--- src/verilog/cpuPkg.sv ---
`default_nettype none
//********************
// Shared types and codes for the multicycle MIPS-subset core
// Referenced by scoped name from the RTL and the testbench
//********************

package cpuPkg;

localparam logic [31:0] resetAddr = 32'h0000_0000;      // Default start address

//********************
// Opcodes and funct codes
//********************
localparam logic [5:0] opRType = 6'h00;                 // Register ops and JR
localparam logic [5:0] opJ     = 6'h02;
localparam logic [5:0] opJal   = 6'h03;
localparam logic [5:0] opBeq   = 6'h04;
localparam logic [5:0] opBne   = 6'h05;
localparam logic [5:0] opAddi  = 6'h08;
localparam logic [5:0] opOri   = 6'h0d;                 // Zero-extended immediate
localparam logic [5:0] opLw    = 6'h23;
localparam logic [5:0] opSw    = 6'h2b;

localparam logic [5:0] fnJr    = 6'h08;
localparam logic [5:0] fnAdd   = 6'h20;
localparam logic [5:0] fnSub   = 6'h22;
localparam logic [5:0] fnAnd   = 6'h24;
localparam logic [5:0] fnOr    = 6'h25;
localparam logic [5:0] fnSlt   = 6'h2a;

//********************
// Selector and state encodings
//********************
typedef enum logic [2:0] {fetchSt, decodeSt, executeSt, memorySt, writeBackSt} ctlState;
typedef enum logic [2:0] {aluAdd, aluSub, aluAnd, aluOr, aluSlt} aluOp;
typedef enum logic [1:0] {pcInc, pcBranch, pcJump, pcReg} pcSelect;
typedef enum logic [1:0] {wbAlu, wbLoad, wbLink} wbSelect;

//********************
// Instruction word views
//********************
typedef struct packed {
        logic [5:0] opcode;
        logic [4:0] rs;
        logic [4:0] rt;
        logic [4:0] rd;
        logic [4:0] shamt;                              // Unused by this subset
        logic [5:0] funct;
} rFields;

typedef struct packed {
        logic [5:0]  opcode;
        logic [4:0]  rs;
        logic [4:0]  rt;
        logic [15:0] imm;
} iFields;

typedef struct packed {
        logic [5:0]  opcode;
        logic [25:0] target;                            // Word index within region
} jFields;

typedef union packed {
        rFields rForm;
        iFields iForm;
        jFields jForm;
} instrWord;

endpackage

`default_nettype wire

--- src/verilog/decodeIf.sv ---
`timescale 1ns/100ps
`default_nettype none
//********************
// Decoded fields and controls from the decoder to the datapath
//********************

interface decodeIf;
        logic [4:0]      rsAddr;                        // S source register
        logic [4:0]      rtAddr;                        // T source register
        logic [4:0]      rdAddr;                        // Resolved destination
        logic [31:0]     imm;                           // Extended immediate
        logic            useImm;                        // ALU B takes immediate
        cpuPkg::aluOp    aluSel;
        cpuPkg::pcSelect pcSel;                         // Already resolved by compare
        cpuPkg::wbSelect wbSel;
        logic            regWrite;
        logic            memRead;
        logic            memWrite;
        logic [25:0]     jumpTarget;

        modport decSide (output rsAddr, rtAddr, rdAddr, imm, useImm, aluSel,
                         pcSel, wbSel, regWrite, memRead, memWrite, jumpTarget);

        // Read addresses go straight to the register file in the top level
        modport dpSide (input rdAddr, imm, useImm, aluSel, pcSel, wbSel,
                        regWrite, memRead, memWrite, jumpTarget);
endinterface

`default_nettype wire

--- src/verilog/cpuControl.sv ---
`timescale 1ns/100ps
`default_nettype none
//********************
// Master control ring for the multicycle core
// One strobe per state drives the datapath registers
//********************

module cpuControl (
        input  logic            CLK,
        input  logic            MRST,                   // Sync master reset
        output cpuPkg::ctlState state,                  // Present state
        output logic            irLoad,                 // Capture instruction
        output logic            opLoad,                 // Capture operands
        output logic            marLoad,                // Memory access cycle
        output logic            pcLoad,                 // Advance PC
        output logic            wbStrobe                // Register write slot
);

cpuPkg::ctlState nextState;                             // Following state

//********************
// Fixed five-state ring
//********************
always_comb begin
        case (state)
        cpuPkg::fetchSt:     nextState = cpuPkg::decodeSt;
        cpuPkg::decodeSt:    nextState = cpuPkg::executeSt;
        cpuPkg::executeSt:   nextState = cpuPkg::memorySt;
        cpuPkg::memorySt:    nextState = cpuPkg::writeBackSt;
        cpuPkg::writeBackSt: nextState = cpuPkg::fetchSt;
        default:             nextState = cpuPkg::fetchSt;  // Recover from bad code
        endcase
end

always_ff @(posedge CLK) begin
        if (MRST) begin
                state <= cpuPkg::fetchSt;               // Start every run at fetch
        end else begin
                state <= nextState;
        end
end

//********************
// Strobes decoded from present state
//********************
assign irLoad   = (state == cpuPkg::decodeSt);
assign opLoad   = (state == cpuPkg::executeSt);
assign marLoad  = (state == cpuPkg::memorySt);
assign pcLoad   = (state == cpuPkg::writeBackSt);
assign wbStrobe = (state == cpuPkg::writeBackSt);       // Same slot as PC update

endmodule

`default_nettype wire

--- src/verilog/decoder.sv ---
`timescale 1ns/100ps
`default_nettype none
//********************
// Instruction decoder with ALU control and branch quick compare
// Purely combinational from IR and the register read buses
//********************

module decoder (
        input  cpuPkg::instrWord ir,                    // Latched instruction
        input  logic [31:0]      rsData,                // S register bus
        input  logic [31:0]      rtData,                // T register bus
        decodeIf.decSide         dec
);

logic rsEqRt;                                           // Quick compare result

assign rsEqRt = (rsData == rtData);

always_comb begin
        dec.rsAddr     = ir.rForm.rs;                   // Same bits in every view
        dec.rtAddr     = ir.rForm.rt;
        dec.rdAddr     = ir.iForm.rt;                   // I-type writes rt
        dec.imm        = {{16{ir.iForm.imm[15]}}, ir.iForm.imm};
        dec.useImm     = 1'b0;
        dec.aluSel     = cpuPkg::aluAdd;
        dec.pcSel      = cpuPkg::pcInc;
        dec.wbSel      = cpuPkg::wbAlu;
        dec.regWrite   = 1'b0;
        dec.memRead    = 1'b0;
        dec.memWrite   = 1'b0;
        dec.jumpTarget = ir.jForm.target;

        case (ir.rForm.opcode)
        cpuPkg::opRType: begin
                dec.rdAddr   = ir.rForm.rd;
                dec.regWrite = 1'b1;
                case (ir.rForm.funct)
                cpuPkg::fnAdd: dec.aluSel = cpuPkg::aluAdd;
                cpuPkg::fnSub: dec.aluSel = cpuPkg::aluSub;
                cpuPkg::fnAnd: dec.aluSel = cpuPkg::aluAnd;
                cpuPkg::fnOr:  dec.aluSel = cpuPkg::aluOr;
                cpuPkg::fnSlt: dec.aluSel = cpuPkg::aluSlt;
                cpuPkg::fnJr: begin
                        dec.pcSel    = cpuPkg::pcReg;   // Return through rs
                        dec.regWrite = 1'b0;
                end
                default:       dec.regWrite = 1'b0;     // Unknown funct is a no-op
                endcase
        end
        cpuPkg::opAddi: begin
                dec.useImm   = 1'b1;
                dec.regWrite = 1'b1;
        end
        cpuPkg::opOri: begin
                dec.imm      = {16'h0000, ir.iForm.imm};  // Logical op zero-extends
                dec.useImm   = 1'b1;
                dec.aluSel   = cpuPkg::aluOr;
                dec.regWrite = 1'b1;
        end
        cpuPkg::opLw: begin
                dec.useImm   = 1'b1;                    // Base plus offset
                dec.wbSel    = cpuPkg::wbLoad;
                dec.regWrite = 1'b1;
                dec.memRead  = 1'b1;
        end
        cpuPkg::opSw: begin
                dec.useImm   = 1'b1;
                dec.memWrite = 1'b1;
        end
        cpuPkg::opBeq: dec.pcSel = rsEqRt ? cpuPkg::pcBranch : cpuPkg::pcInc;
        cpuPkg::opBne: dec.pcSel = rsEqRt ? cpuPkg::pcInc : cpuPkg::pcBranch;
        cpuPkg::opJ:   dec.pcSel = cpuPkg::pcJump;
        cpuPkg::opJal: begin
                dec.pcSel    = cpuPkg::pcJump;
                dec.rdAddr   = 5'd31;                   // Link register
                dec.wbSel    = cpuPkg::wbLink;
                dec.regWrite = 1'b1;
        end
        default: ;                                      // Unsupported opcode is a no-op
        endcase
end

endmodule

`default_nettype wire

--- src/verilog/regFile.sv ---
`timescale 1ns/100ps
`default_nettype none
//********************
// 32 x 32 register file with two read ports and one write port
//********************

module regFile (
        input  logic        CLK,
        input  logic        MRST,
        input  logic [4:0]  rsAddr,                     // Read port S
        input  logic [4:0]  rtAddr,                     // Read port T
        input  logic [4:0]  wrAddr,
        input  logic        wrEn,                       // Write-back slot only
        input  logic [31:0] wrData,
        output logic [31:0] rsData,
        output logic [31:0] rtData
);

logic [31:0] regs [1:31];                               // No storage for r0

always_ff @(posedge CLK) begin
        if (MRST) begin
                for (int i = 1; i < 32; i++) begin
                        regs[i] <= '0;
                end
        end else if (wrEn && (wrAddr != 5'd0)) begin    // Writes to r0 dropped
                regs[wrAddr] <= wrData;
        end
end

// Reads are combinational
assign rsData = (rsAddr == 5'd0) ? 32'h0 : regs[rsAddr];
assign rtData = (rtAddr == 5'd0) ? 32'h0 : regs[rtAddr];

endmodule

`default_nettype wire

--- src/verilog/alu.sv ---
`timescale 1ns/100ps
`default_nettype none
//********************
// Integer ALU for the core subset
// Add, subtract, and, or and signed set-less-than
//********************

module alu (
        input  logic [31:0] a,                          // Latched rs
        input  logic [31:0] b,                          // rt or immediate
        input  cpuPkg::aluOp sel,
        output logic [31:0] y
);

logic [31:0] sum;                                       // a + b
logic [31:0] diff;                                      // a - b
logic        lessThan;                                  // Signed a < b

assign sum  = a + b;
assign diff = a - b;

// Signs differ so the negative one is smaller
// otherwise the difference sign cannot overflow
assign lessThan = (a[31] != b[31]) ? a[31] : diff[31];

always_comb begin
        case (sel)
        cpuPkg::aluAdd: y = sum;
        cpuPkg::aluSub: y = diff;
        cpuPkg::aluAnd: y = a & b;
        cpuPkg::aluOr:  y = a | b;
        cpuPkg::aluSlt: y = {31'h0, lessThan};          // Boolean in bit 0
        default:        y = sum;
        endcase
end

endmodule

`default_nettype wire

--- src/verilog/cpuDatapath.sv ---
`timescale 1ns/100ps
`default_nettype none
//********************
// Datapath registers with next-PC and write-back selection
// Each register loads on its control strobe
//********************

module cpuDatapath #(
        parameter logic [31:0] resetAddr = cpuPkg::resetAddr
) (
        input  logic             CLK,
        input  logic             MRST,
        input  logic             irLoad,
        input  logic             opLoad,
        input  logic             marLoad,               // High in memory state
        input  logic             pcLoad,
        input  logic             wbStrobe,
        decodeIf.dpSide          dec,
        output cpuPkg::instrWord ir,
        input  logic [31:0]      rsData,
        input  logic [31:0]      rtData,
        output logic [4:0]       wrAddr,
        output logic             wrEn,
        output logic [31:0]      wrData,
        output logic [31:0]      aluA,
        output logic [31:0]      aluB,
        output cpuPkg::aluOp     aluSel,
        input  logic [31:0]      aluY,
        input  logic [31:0]      Iin,
        output logic [31:0]      Iaddr,
        output logic [31:0]      Daddr,
        output logic [31:0]      Dout,
        input  logic [31:0]      Din,
        output logic             Dread,
        output logic             Dwrite
);

logic [31:0] pc;                                        // Program counter
logic [31:0] rsLatch, rtLatch;                          // ALU operand latches
logic [31:0] mar;                                       // ALU result and address
logic [31:0] smdr;                                      // Last store data
logic [31:0] loadReg;                                   // Loaded word
logic [31:0] pcPlus4;
logic [31:0] nextPc;

//********************
// Registers
//********************
always_ff @(posedge CLK) begin
        if (MRST) begin
                pc <= resetAddr;
        end else if (pcLoad) begin
                pc <= nextPc;                           // Once per instruction
        end
end

always_ff @(posedge CLK) begin
        if (irLoad) ir <= Iin;
        if (opLoad) begin
                rsLatch <= rsData;
                rtLatch <= rtData;
        end
        if (marLoad) begin
                mar     <= aluY;
                smdr    <= rtLatch;
                loadReg <= Din;                         // Din valid this cycle
        end
end

//********************
// Next PC and write-back
//********************
assign pcPlus4 = pc + 32'd4;

always_comb begin
        case (dec.pcSel)
        cpuPkg::pcBranch: nextPc = pcPlus4 + {dec.imm[29:0], 2'b00};
        cpuPkg::pcJump:   nextPc = {pcPlus4[31:28], dec.jumpTarget, 2'b00};
        cpuPkg::pcReg:    nextPc = rsData;              // JR target
        default:          nextPc = pcPlus4;
        endcase
end

always_comb begin
        case (dec.wbSel)
        cpuPkg::wbLoad: wrData = loadReg;
        cpuPkg::wbLink: wrData = pcPlus4;               // JAL return address
        default:        wrData = mar;
        endcase
end

assign wrAddr = dec.rdAddr;
assign wrEn   = wbStrobe & dec.regWrite;

// ALU operands from the latches
assign aluA   = rsLatch;
assign aluB   = dec.useImm ? dec.imm : rtLatch;
assign aluSel = dec.aluSel;

// Memory buses hold the last access between memory cycles
assign Iaddr  = pc;
assign Daddr  = marLoad ? aluY : mar;
assign Dout   = marLoad ? rtLatch : smdr;
assign Dread  = marLoad & dec.memRead;
assign Dwrite = marLoad & dec.memWrite;

endmodule

`default_nettype wire

--- src/verilog/cpu.sv ---
`timescale 1ns/100ps
`default_nettype none
//********************
// Top level of the multicycle core
// Instruction and data memories attach on plain ports
//********************

module cpu #(
        parameter logic [31:0] resetAddr = cpuPkg::resetAddr  // PC after reset
) (
        input  logic        CLK,
        input  logic        MRST,
        output logic [31:0] Iaddr,                      // Instruction address
        input  logic [31:0] Iin,
        output logic [31:0] Daddr,                      // Data address
        output logic [31:0] Dout,                       // Store data
        input  logic [31:0] Din,                        // Load data
        output logic        Dread,
        output logic        Dwrite
);

cpuPkg::ctlState  state;                                // Present state for debug
cpuPkg::instrWord ir;
cpuPkg::aluOp     aluSel;
logic             irLoad, opLoad, marLoad, pcLoad, wbStrobe;
logic [31:0]      rsData, rtData, wrData;               // Register file buses
logic [4:0]       wrAddr;
logic             wrEn;
logic [31:0]      aluA, aluB, aluY;

decodeIf decBus ();                                     // Decoder to datapath

cpuControl ctl (.CLK, .MRST, .state, .irLoad, .opLoad, .marLoad, .pcLoad, .wbStrobe);

decoder dcd (.ir, .rsData, .rtData, .dec(decBus.decSide));

regFile rf (.CLK, .MRST, .rsAddr(decBus.rsAddr), .rtAddr(decBus.rtAddr), .wrAddr,
            .wrEn, .wrData, .rsData, .rtData);

alu aluUnit (.a(aluA), .b(aluB), .sel(aluSel), .y(aluY));

cpuDatapath #(.resetAddr(resetAddr)) dp (
        .CLK, .MRST, .irLoad, .opLoad, .marLoad, .pcLoad, .wbStrobe,
        .dec(decBus.dpSide), .ir, .rsData, .rtData, .wrAddr, .wrEn, .wrData,
        .aluA, .aluB, .aluSel, .aluY,
        .Iin, .Iaddr, .Daddr, .Dout, .Din, .Dread, .Dwrite
);

endmodule

`default_nettype wire

--- config.mk ---
export PLATFORM = sky130hd
export DESIGN_NAME = cpu
export DESIGN_NICKNAME = d
export VERILOG_FILES = /design/src/verilog/cpuPkg.sv /design/src/verilog/decodeIf.sv /design/src/verilog/cpuControl.sv /design/src/verilog/decoder.sv /design/src/verilog/regFile.sv /design/src/verilog/alu.sv /design/src/verilog/cpuDatapath.sv /design/src/verilog/cpu.sv
export SDC_FILE = /design/constraint.sdc
export NUM_CORES = 2
export LEC_CHECK = 0
export BUFFER_PORTS_ARGS = -buffer_cell sky130_fd_sc_hd__buf_2
export CORE_ASPECT_RATIO = 0.5
export CORE_MARGIN = 5
export CORE_UTILIZATION = 60
export CTS_CLUSTER_SIZE = 16
export DETAILED_ROUTE_END_ITERATION = 7
export PLACE_DENSITY = 0.77
export SYNTH_ARGS = -nofsm -noshare
export SYNTH_HDL_FRONTEND = slang
export SYNTH_SLANG_ARGS = --single-unit
--- constraint.sdc ---
create_clock -name CLK -period 8.45 [get_ports CLK]
set_input_delay 0.4225 -clock CLK [delete_from_list [all_inputs] [get_ports CLK]]
set_output_delay 0.4225 -clock CLK [all_outputs]
set_load 0.01 [all_outputs]
# ---- After elaboration in Yosys (flattened, before gate mapping)
# Memories as Yosys holds them, arrays and structs flattened. A register that Yosys moved wholly into a read port is not among the register bits.
# Index checks and enable logic that the tools add are counted.
dict set report totals {
  ff_bits 227
  latchBits 0
  mem_bits_rw 992
  mem_bits_ro 0
  input_bits 66
  elab_cells 92
  n_memories 1
}
# memory depth word_bits rd rd_ports_with_merged_regs write_ports line
set mem_list {}
lappend mem_list {rf.regs 31 32 2 2 31 regFile.sv:19} ;# logic [31:0] regs [1:31];
dict set report op_classes {
  n_addsub 4
  n_mul 0
  n_div 0
  order_cmp 0
  eq_ne 29
  shift 0
  muxes 34
  bitwise 5
  reduce_logical 11
}
# operator count
set ops {}
lappend ops {{two-way mux 32 bit} 7}
lappend ops {{case mux 32 bit (4 select lines)} 1}
lappend ops {{case mux 32 bit (3 select lines)} 1}
lappend ops {{adder 32 bit} 2}
lappend ops {{case mux 32 bit (2 select lines)} 1}
lappend ops {{equality test 6 bit, second input constant} 7}
lappend ops {{adder 32 x 3 -> 32 bit, second input constant} 1}
lappend ops {{AND 32 bit} 1}
lappend ops {{equality test 32 bit} 1}
lappend ops {{bitwise OR 32 bit} 1}
lappend ops {{OR reduction 32 bit} 1}
lappend ops {{subtractor 32 bit} 1}
lappend ops {{case mux 3 bit (4 select lines)} 2}
lappend ops {{equality test 6 x 4 -> 1 bit, second input constant} 3}
lappend ops {{two-way mux 5 bit} 3}
lappend ops {{two-way mux 1 bit} 13}
lappend ops {{equality test 3 x 2 -> 1 bit, second input constant} 4}
lappend ops {{equality test 6 x 2 -> 1 bit, second input constant} 2}
lappend ops {{equality test 6 x 3 -> 1 bit, second input constant} 2}
lappend ops {{zero test 5 bit} 2}
lappend ops {{case mux 5 bit (2 select lines)} 1}
lappend ops {{case mux 2 bit (4 select lines)} 1}
lappend ops {{OR reduction 4 bit} 2}
lappend ops {{equality test 2 bit, second input constant} 3}
lappend ops {{15 further kinds} 20}

# ---- Longest topological paths before layout
dict set report depth {
  depth_word 11
  depth_mapped 27
  depth_no_buf 25
}

# ---- By module
# A second synthesis with hierarchy kept.
dict set report hier_totals {
  cells_unflattened 5651
  hier_area_um2 72163.0
}
# mod instances cells_per_inst area_each_um2 seq_area_each_um2
set by_module_without_submodules {}
lappend by_module_without_submodules {regFile 1 3765 54631.1 30749.5}
lappend by_module_without_submodules {cpuDatapath 1 981 11263.3 5765.5}
lappend by_module_without_submodules {alu 1 722 4922.2 0.0}
lappend by_module_without_submodules {decoder 1 171 1213.7 0.0}
lappend by_module_without_submodules {cpuControl 1 12 132.6 60.1}

# ---- Least setup slack after synthesis
# Ideal clock, no wire load.
dict set report synth_path {
  path_type {register -> register}
  start {register ctl.state[1]}
  end {register dp.rsLatch[0], in the netlist dp.aluA[0] (enable)}
  arrival_time_ns 5.079
  slack_ns 2.791
  path_stages_with_launch 2
  n_path_buf 0
  path_cell_list {dfxtp_1 > nor3b_1}
}
dict set report synth_via {
  elab_chain_cells 1
}
# element line
set synth_lines {}
lappend synth_lines {{start, declared} cpuControl.sv:11} ;# output cpuPkg::ctlState state,
lappend synth_lines {{start signal, assigned} cpuControl.sv:37} ;# state <= cpuPkg::fetchSt;
lappend synth_lines {{start signal, assigned} cpuControl.sv:39} ;# state <= nextState;
lappend synth_lines {{equality test 3 x 2 -> 1 bit} cpuControl.sv:47} ;# assign opLoad = (state == cpuPkg::executeSt);
lappend synth_lines {{end signal, assigned} cpuDatapath.sv:60} ;# rsLatch <= rsData;
lappend synth_lines {{end, declared} cpuDatapath.sv:39} ;# logic [31:0] rsLatch, rtLatch;
# No other way between the ends.
# A chain may end at the register's enable or synchronous reset.

# ---- Worst setup path after layout
dict set report layout_path {
  start {register dp.ir[26] (netlist bit)}
  end {output Daddr[31]}
}
dict set report layout_via {
  elab_chain_cells 7
  word_cells_on_any_way 20
  classes_between {add/sub (2); eq/ne (8); mux (6); bitwise (2); reduce/logical (2)}
}
# element line
set layout_lines {}
lappend layout_lines {{start, declared} cpuDatapath.sv:19} ;# output cpuPkg::instrWord ir,
lappend layout_lines {{start signal, assigned} cpuDatapath.sv:58} ;# if (irLoad) ir <= Iin;
lappend layout_lines {{equality test 6 x 4 -> 1 bit or equality test 6 bit (tied branches)} decoder.sv:33} ;# case (ir.rForm.opcode)
lappend layout_lines {{OR reduction 4 bit (no source line)} -}
lappend layout_lines {{two-way mux 1 bit} decoder.sv:33}
lappend layout_lines {{two-way mux 32 bit} cpuDatapath.sv:97} ;# assign aluB = dec.useImm ? dec.imm : rtLatch;
lappend layout_lines {{adder 32 bit (tied with other cells)} alu.sv:19} ;# assign sum = a + b;
lappend layout_lines {{case mux 32 bit (4 select lines) *} alu.sv:27} ;# case (sel)
lappend layout_lines {{two-way mux 32 bit *} cpuDatapath.sv:102} ;# assign Daddr = marLoad ? aluY : mar;
lappend layout_lines {{end, declared} cpu.sv:15} ;# output logic [31:0] Daddr,
# Every way passes the cells marked *; elsewhere a longest branch is shown, timed or not.

==> flow_summary.ini <==
[floorplan]
io_pins = 164
coreArea_mm2 = 0.112
fp.dieH_um = 248
initial_utilization_pct = 60.3
die-area_mm2 = 0.120
num_rows = 87
fp.dieW_um = 485

[final_layout]
fin_nets = 5516
num-fill-cells = 7769
register_area_mm2 = 0.0368
multi_input_area_mm2 = 0.0286
final_area_mm2 = 0.0746
final_layout_size_suffix_gt1_share_pct = 23.0
syn_to_final_growth_pct = 10.2
fin_cells = 6927

[worst_setup_path]
required_ns = 8.03
critPathCaptureType = output port
path_class = register to output port
r2r_slack_ns = 1.20
worst-path-max-fanout = 23
worstSetupStartpointType = register
arrival_ns = 7.14

[yosys]
synth.top_cell.area_share_pct = 51.1
synth_top_area_cell = edfxtp_1
synth_async_sr_flop_share_pct = 0
avgSynthCellArea_um2 = 13.1
yosysUniqueCellTypes = 83
synth_common_cells = nor2_1, edfxtp_1, mux4_2
ys_seq_area_share_pct = 54.3
yosys_warnings = 0
synth_edf_count = 1152
netlist_area_mm2 = 0.0677
synth-seq-cells = 1261
synthCells = 5183
yosys_most_used_dff = edfxtp_1
yosysMostFrequentCell = nor2_1
synth_area_leaders = edfxtp_1, mux4_2, nor2_1, dfxtp_1, ha_1

[drt]
wl_per_cell_um = 34.1
vias = 50300
firstDrtPassIters = 8
drt-vias-per-instance = 7.26
drtIter0Drc = 8831
wl_um = 236000
route.detailed.drc = 33
antenna_left = 0

[clock_tree]
post_cts_buffers = 0
clock-root-buffer = clkbuf_16
cts_tree = built
numCtsBuffers = 112
cts_buffer_depth = 3
insertion_delay_ns = 0.76
htree_levels = 3
clk_pin_slew_ns = 0.07
cts_sinks = 1261

[global_route]
first_global_vias = 49300
grt_pass1_wl_um = 339000
grt_max_degree = 76
grt_usage_pct = 39.1
antenna_found_initial = 12
overflow = 0

[timing]
setup_slack_ns = 0.887
fmax_mhz = 132
min_period_ns = 7.56
maxSlewHeadroom_pct = 4.05
hold_viol = 0
slew_violations = 0
finalSetupTns_ns = 0
tightest_slew_ns = 1.44
fin_crit_sh_pct = 89.5
setup_viol = 0
finClkSkew_ns = 0.0550
rsz0062_at_grt = no

[place]
dp_cells = 6650
placed_area_mm2 = 0.0704
dp_hpwl_um = 153000
gp_congestion = 1.00
post-place-ws_ns = 1.65
io_buffer_count = 163

[power]
vdd_ir_drop_max_uv = 182
power_density_mw_per_mm2 = 229
leakage_nw = 28.2

[status]
failed_checks = DRC
status = complete, but fails checks

[worst_hold_path]
hold_class = input pin to register

[run]
cap_violations = 0
[per-layer routing]
| layer | vias up | track usage (%) | wire (um) |
|---|---|---|---|
| met5 | - | 0.353 | 229 |
| met4 | 20 | 18.0 | 13700 |
| met3 | 866 | 15.5 | 41400 |
| met2 | 4823 | 58.3 | 103000 |
| met1 | 24800 | 51.1 | 77800 |
| li1 | 19800 | - | - |
[worst max-delay path, stage by stage, from the launching register on]
cell	delay (ns)
edfxtp_1	0.51
xnor2_1	0.18
nand3_1	0.11
and2_1	0.62
buf_4	0.47
mux2_2	0.40
inv_1	0.08
ha_1	0.29
nor4_1	0.44
nand2_1	0.13
nor4_1	0.41
o31ai_1	0.19
a31oi_1	0.34
a21oi_1	0.13
or2_2	0.34
a211o_1	0.31
o21bai_1	0.15
a21o_1	0.16
fa_1	0.41
a221oi_1	0.27
a31oi_1	0.21
buf_2	0.24
[sequential cells by signal (all words and copies together), names as in the netlist, named ones only]
register,count
ctl.state,3
dp.rtLatch,32
rf.regs,1024
dp.Iaddr,32
dp.mar,32
dp.ir,32
dp.aluA,32
dp.loadReg,32
dp.smdr,32
[final cells by class]
class / instances / share of cell area [%]
inverters: 157 / 0.798
flip-flops and latches: 1261 / 49.3
well taps: 1513 / 2.54
clock inverters: 59 / 0.783
multi-input cells: 3349 / 38.3
diodes: 4 / 0.0134
clock buffers: 147 / 4.06
repair buffers: 437 / 4.21
[repair_timing]
item / in CTS / in global routing
gates resized for setup: 0 / 0
endpoints found under the hold margin: 72 / 0
hold buffers: 64 / 0
[stage by stage]
step / power (mW) / hold WS (ns) / utilization, %
after CTS: 16.9 / 0.312 / 66.4
after floorplan: 10.0 / 0.465 / -
after global routing: 17.5 / 0.356 / 66.4
after detailed placement: 11.7 / 0.430 / 62.6
final: 17.1 / 0.362 / 66.4
after global placement: 11.6 / 0.427 / 62.6
[cells by family (layout without fill, tap and decap cells)]
logic type,Yosys count,count (layout),share of synthesized area [%]
other,1,36,0.00554
adders and majority gates,132,132,2.48
and+or+nand+nor,1706,1706,10.2
AOI/OAI and AO/OA,703,703,7.03
DFF,1261,1261,54.3
xor gates and xnor gates,108,108,1.40
buffers and inverters,604,800,4.13
muxes,668,668,20.4
[placed cells by master (no fill, tap or decap), types with 19 or more instances in the layout]
cell           count
a2111oi_1         35
a211oi_1          27
a21o_1            53
a21oi_1          134
a22oi_1           37
and3_1            19
buf_2            168
buf_4            193
clkbuf_1          28
clkbuf_16        114
clkinv_2          22
conb_1            32
dfxtp_1          101
dlygate4sd3_1     64
edfxtp_1        1152
ha_1             127
inv_1            154
mux2_2            28
mux2i_1           72
mux4_2           568
nand2_1          269
nand2b_2          31
nand3_1           35
nor2_1          1208
nor3_1            22
o21ai_0           99
o21ai_2           37
o21bai_1          20
o221ai_1          19
o22ai_1           74
xnor2_1           65
xor2_1            43
[power breakdown]
part | internal [mW] | total (mW) | switching, mW
logic | 1.44 | 4.26 | 2.81
clock network | 2.80 | 5.24 | 2.44
registers | 7.22 | 7.60 | 0.379
[final timing paths]
path | from | end | depth (start not counted)
worst min register to register | dp.smdr[24] | dp.smdr[24] | 2
worst max-delay path | dp.ir[26] | Daddr[31] | 21
worst max register to register | register | dp.Iaddr[27] | 14
worst min-delay path | MRST | ctl.state[1] | 3
(Power assumes the default switching activity.)
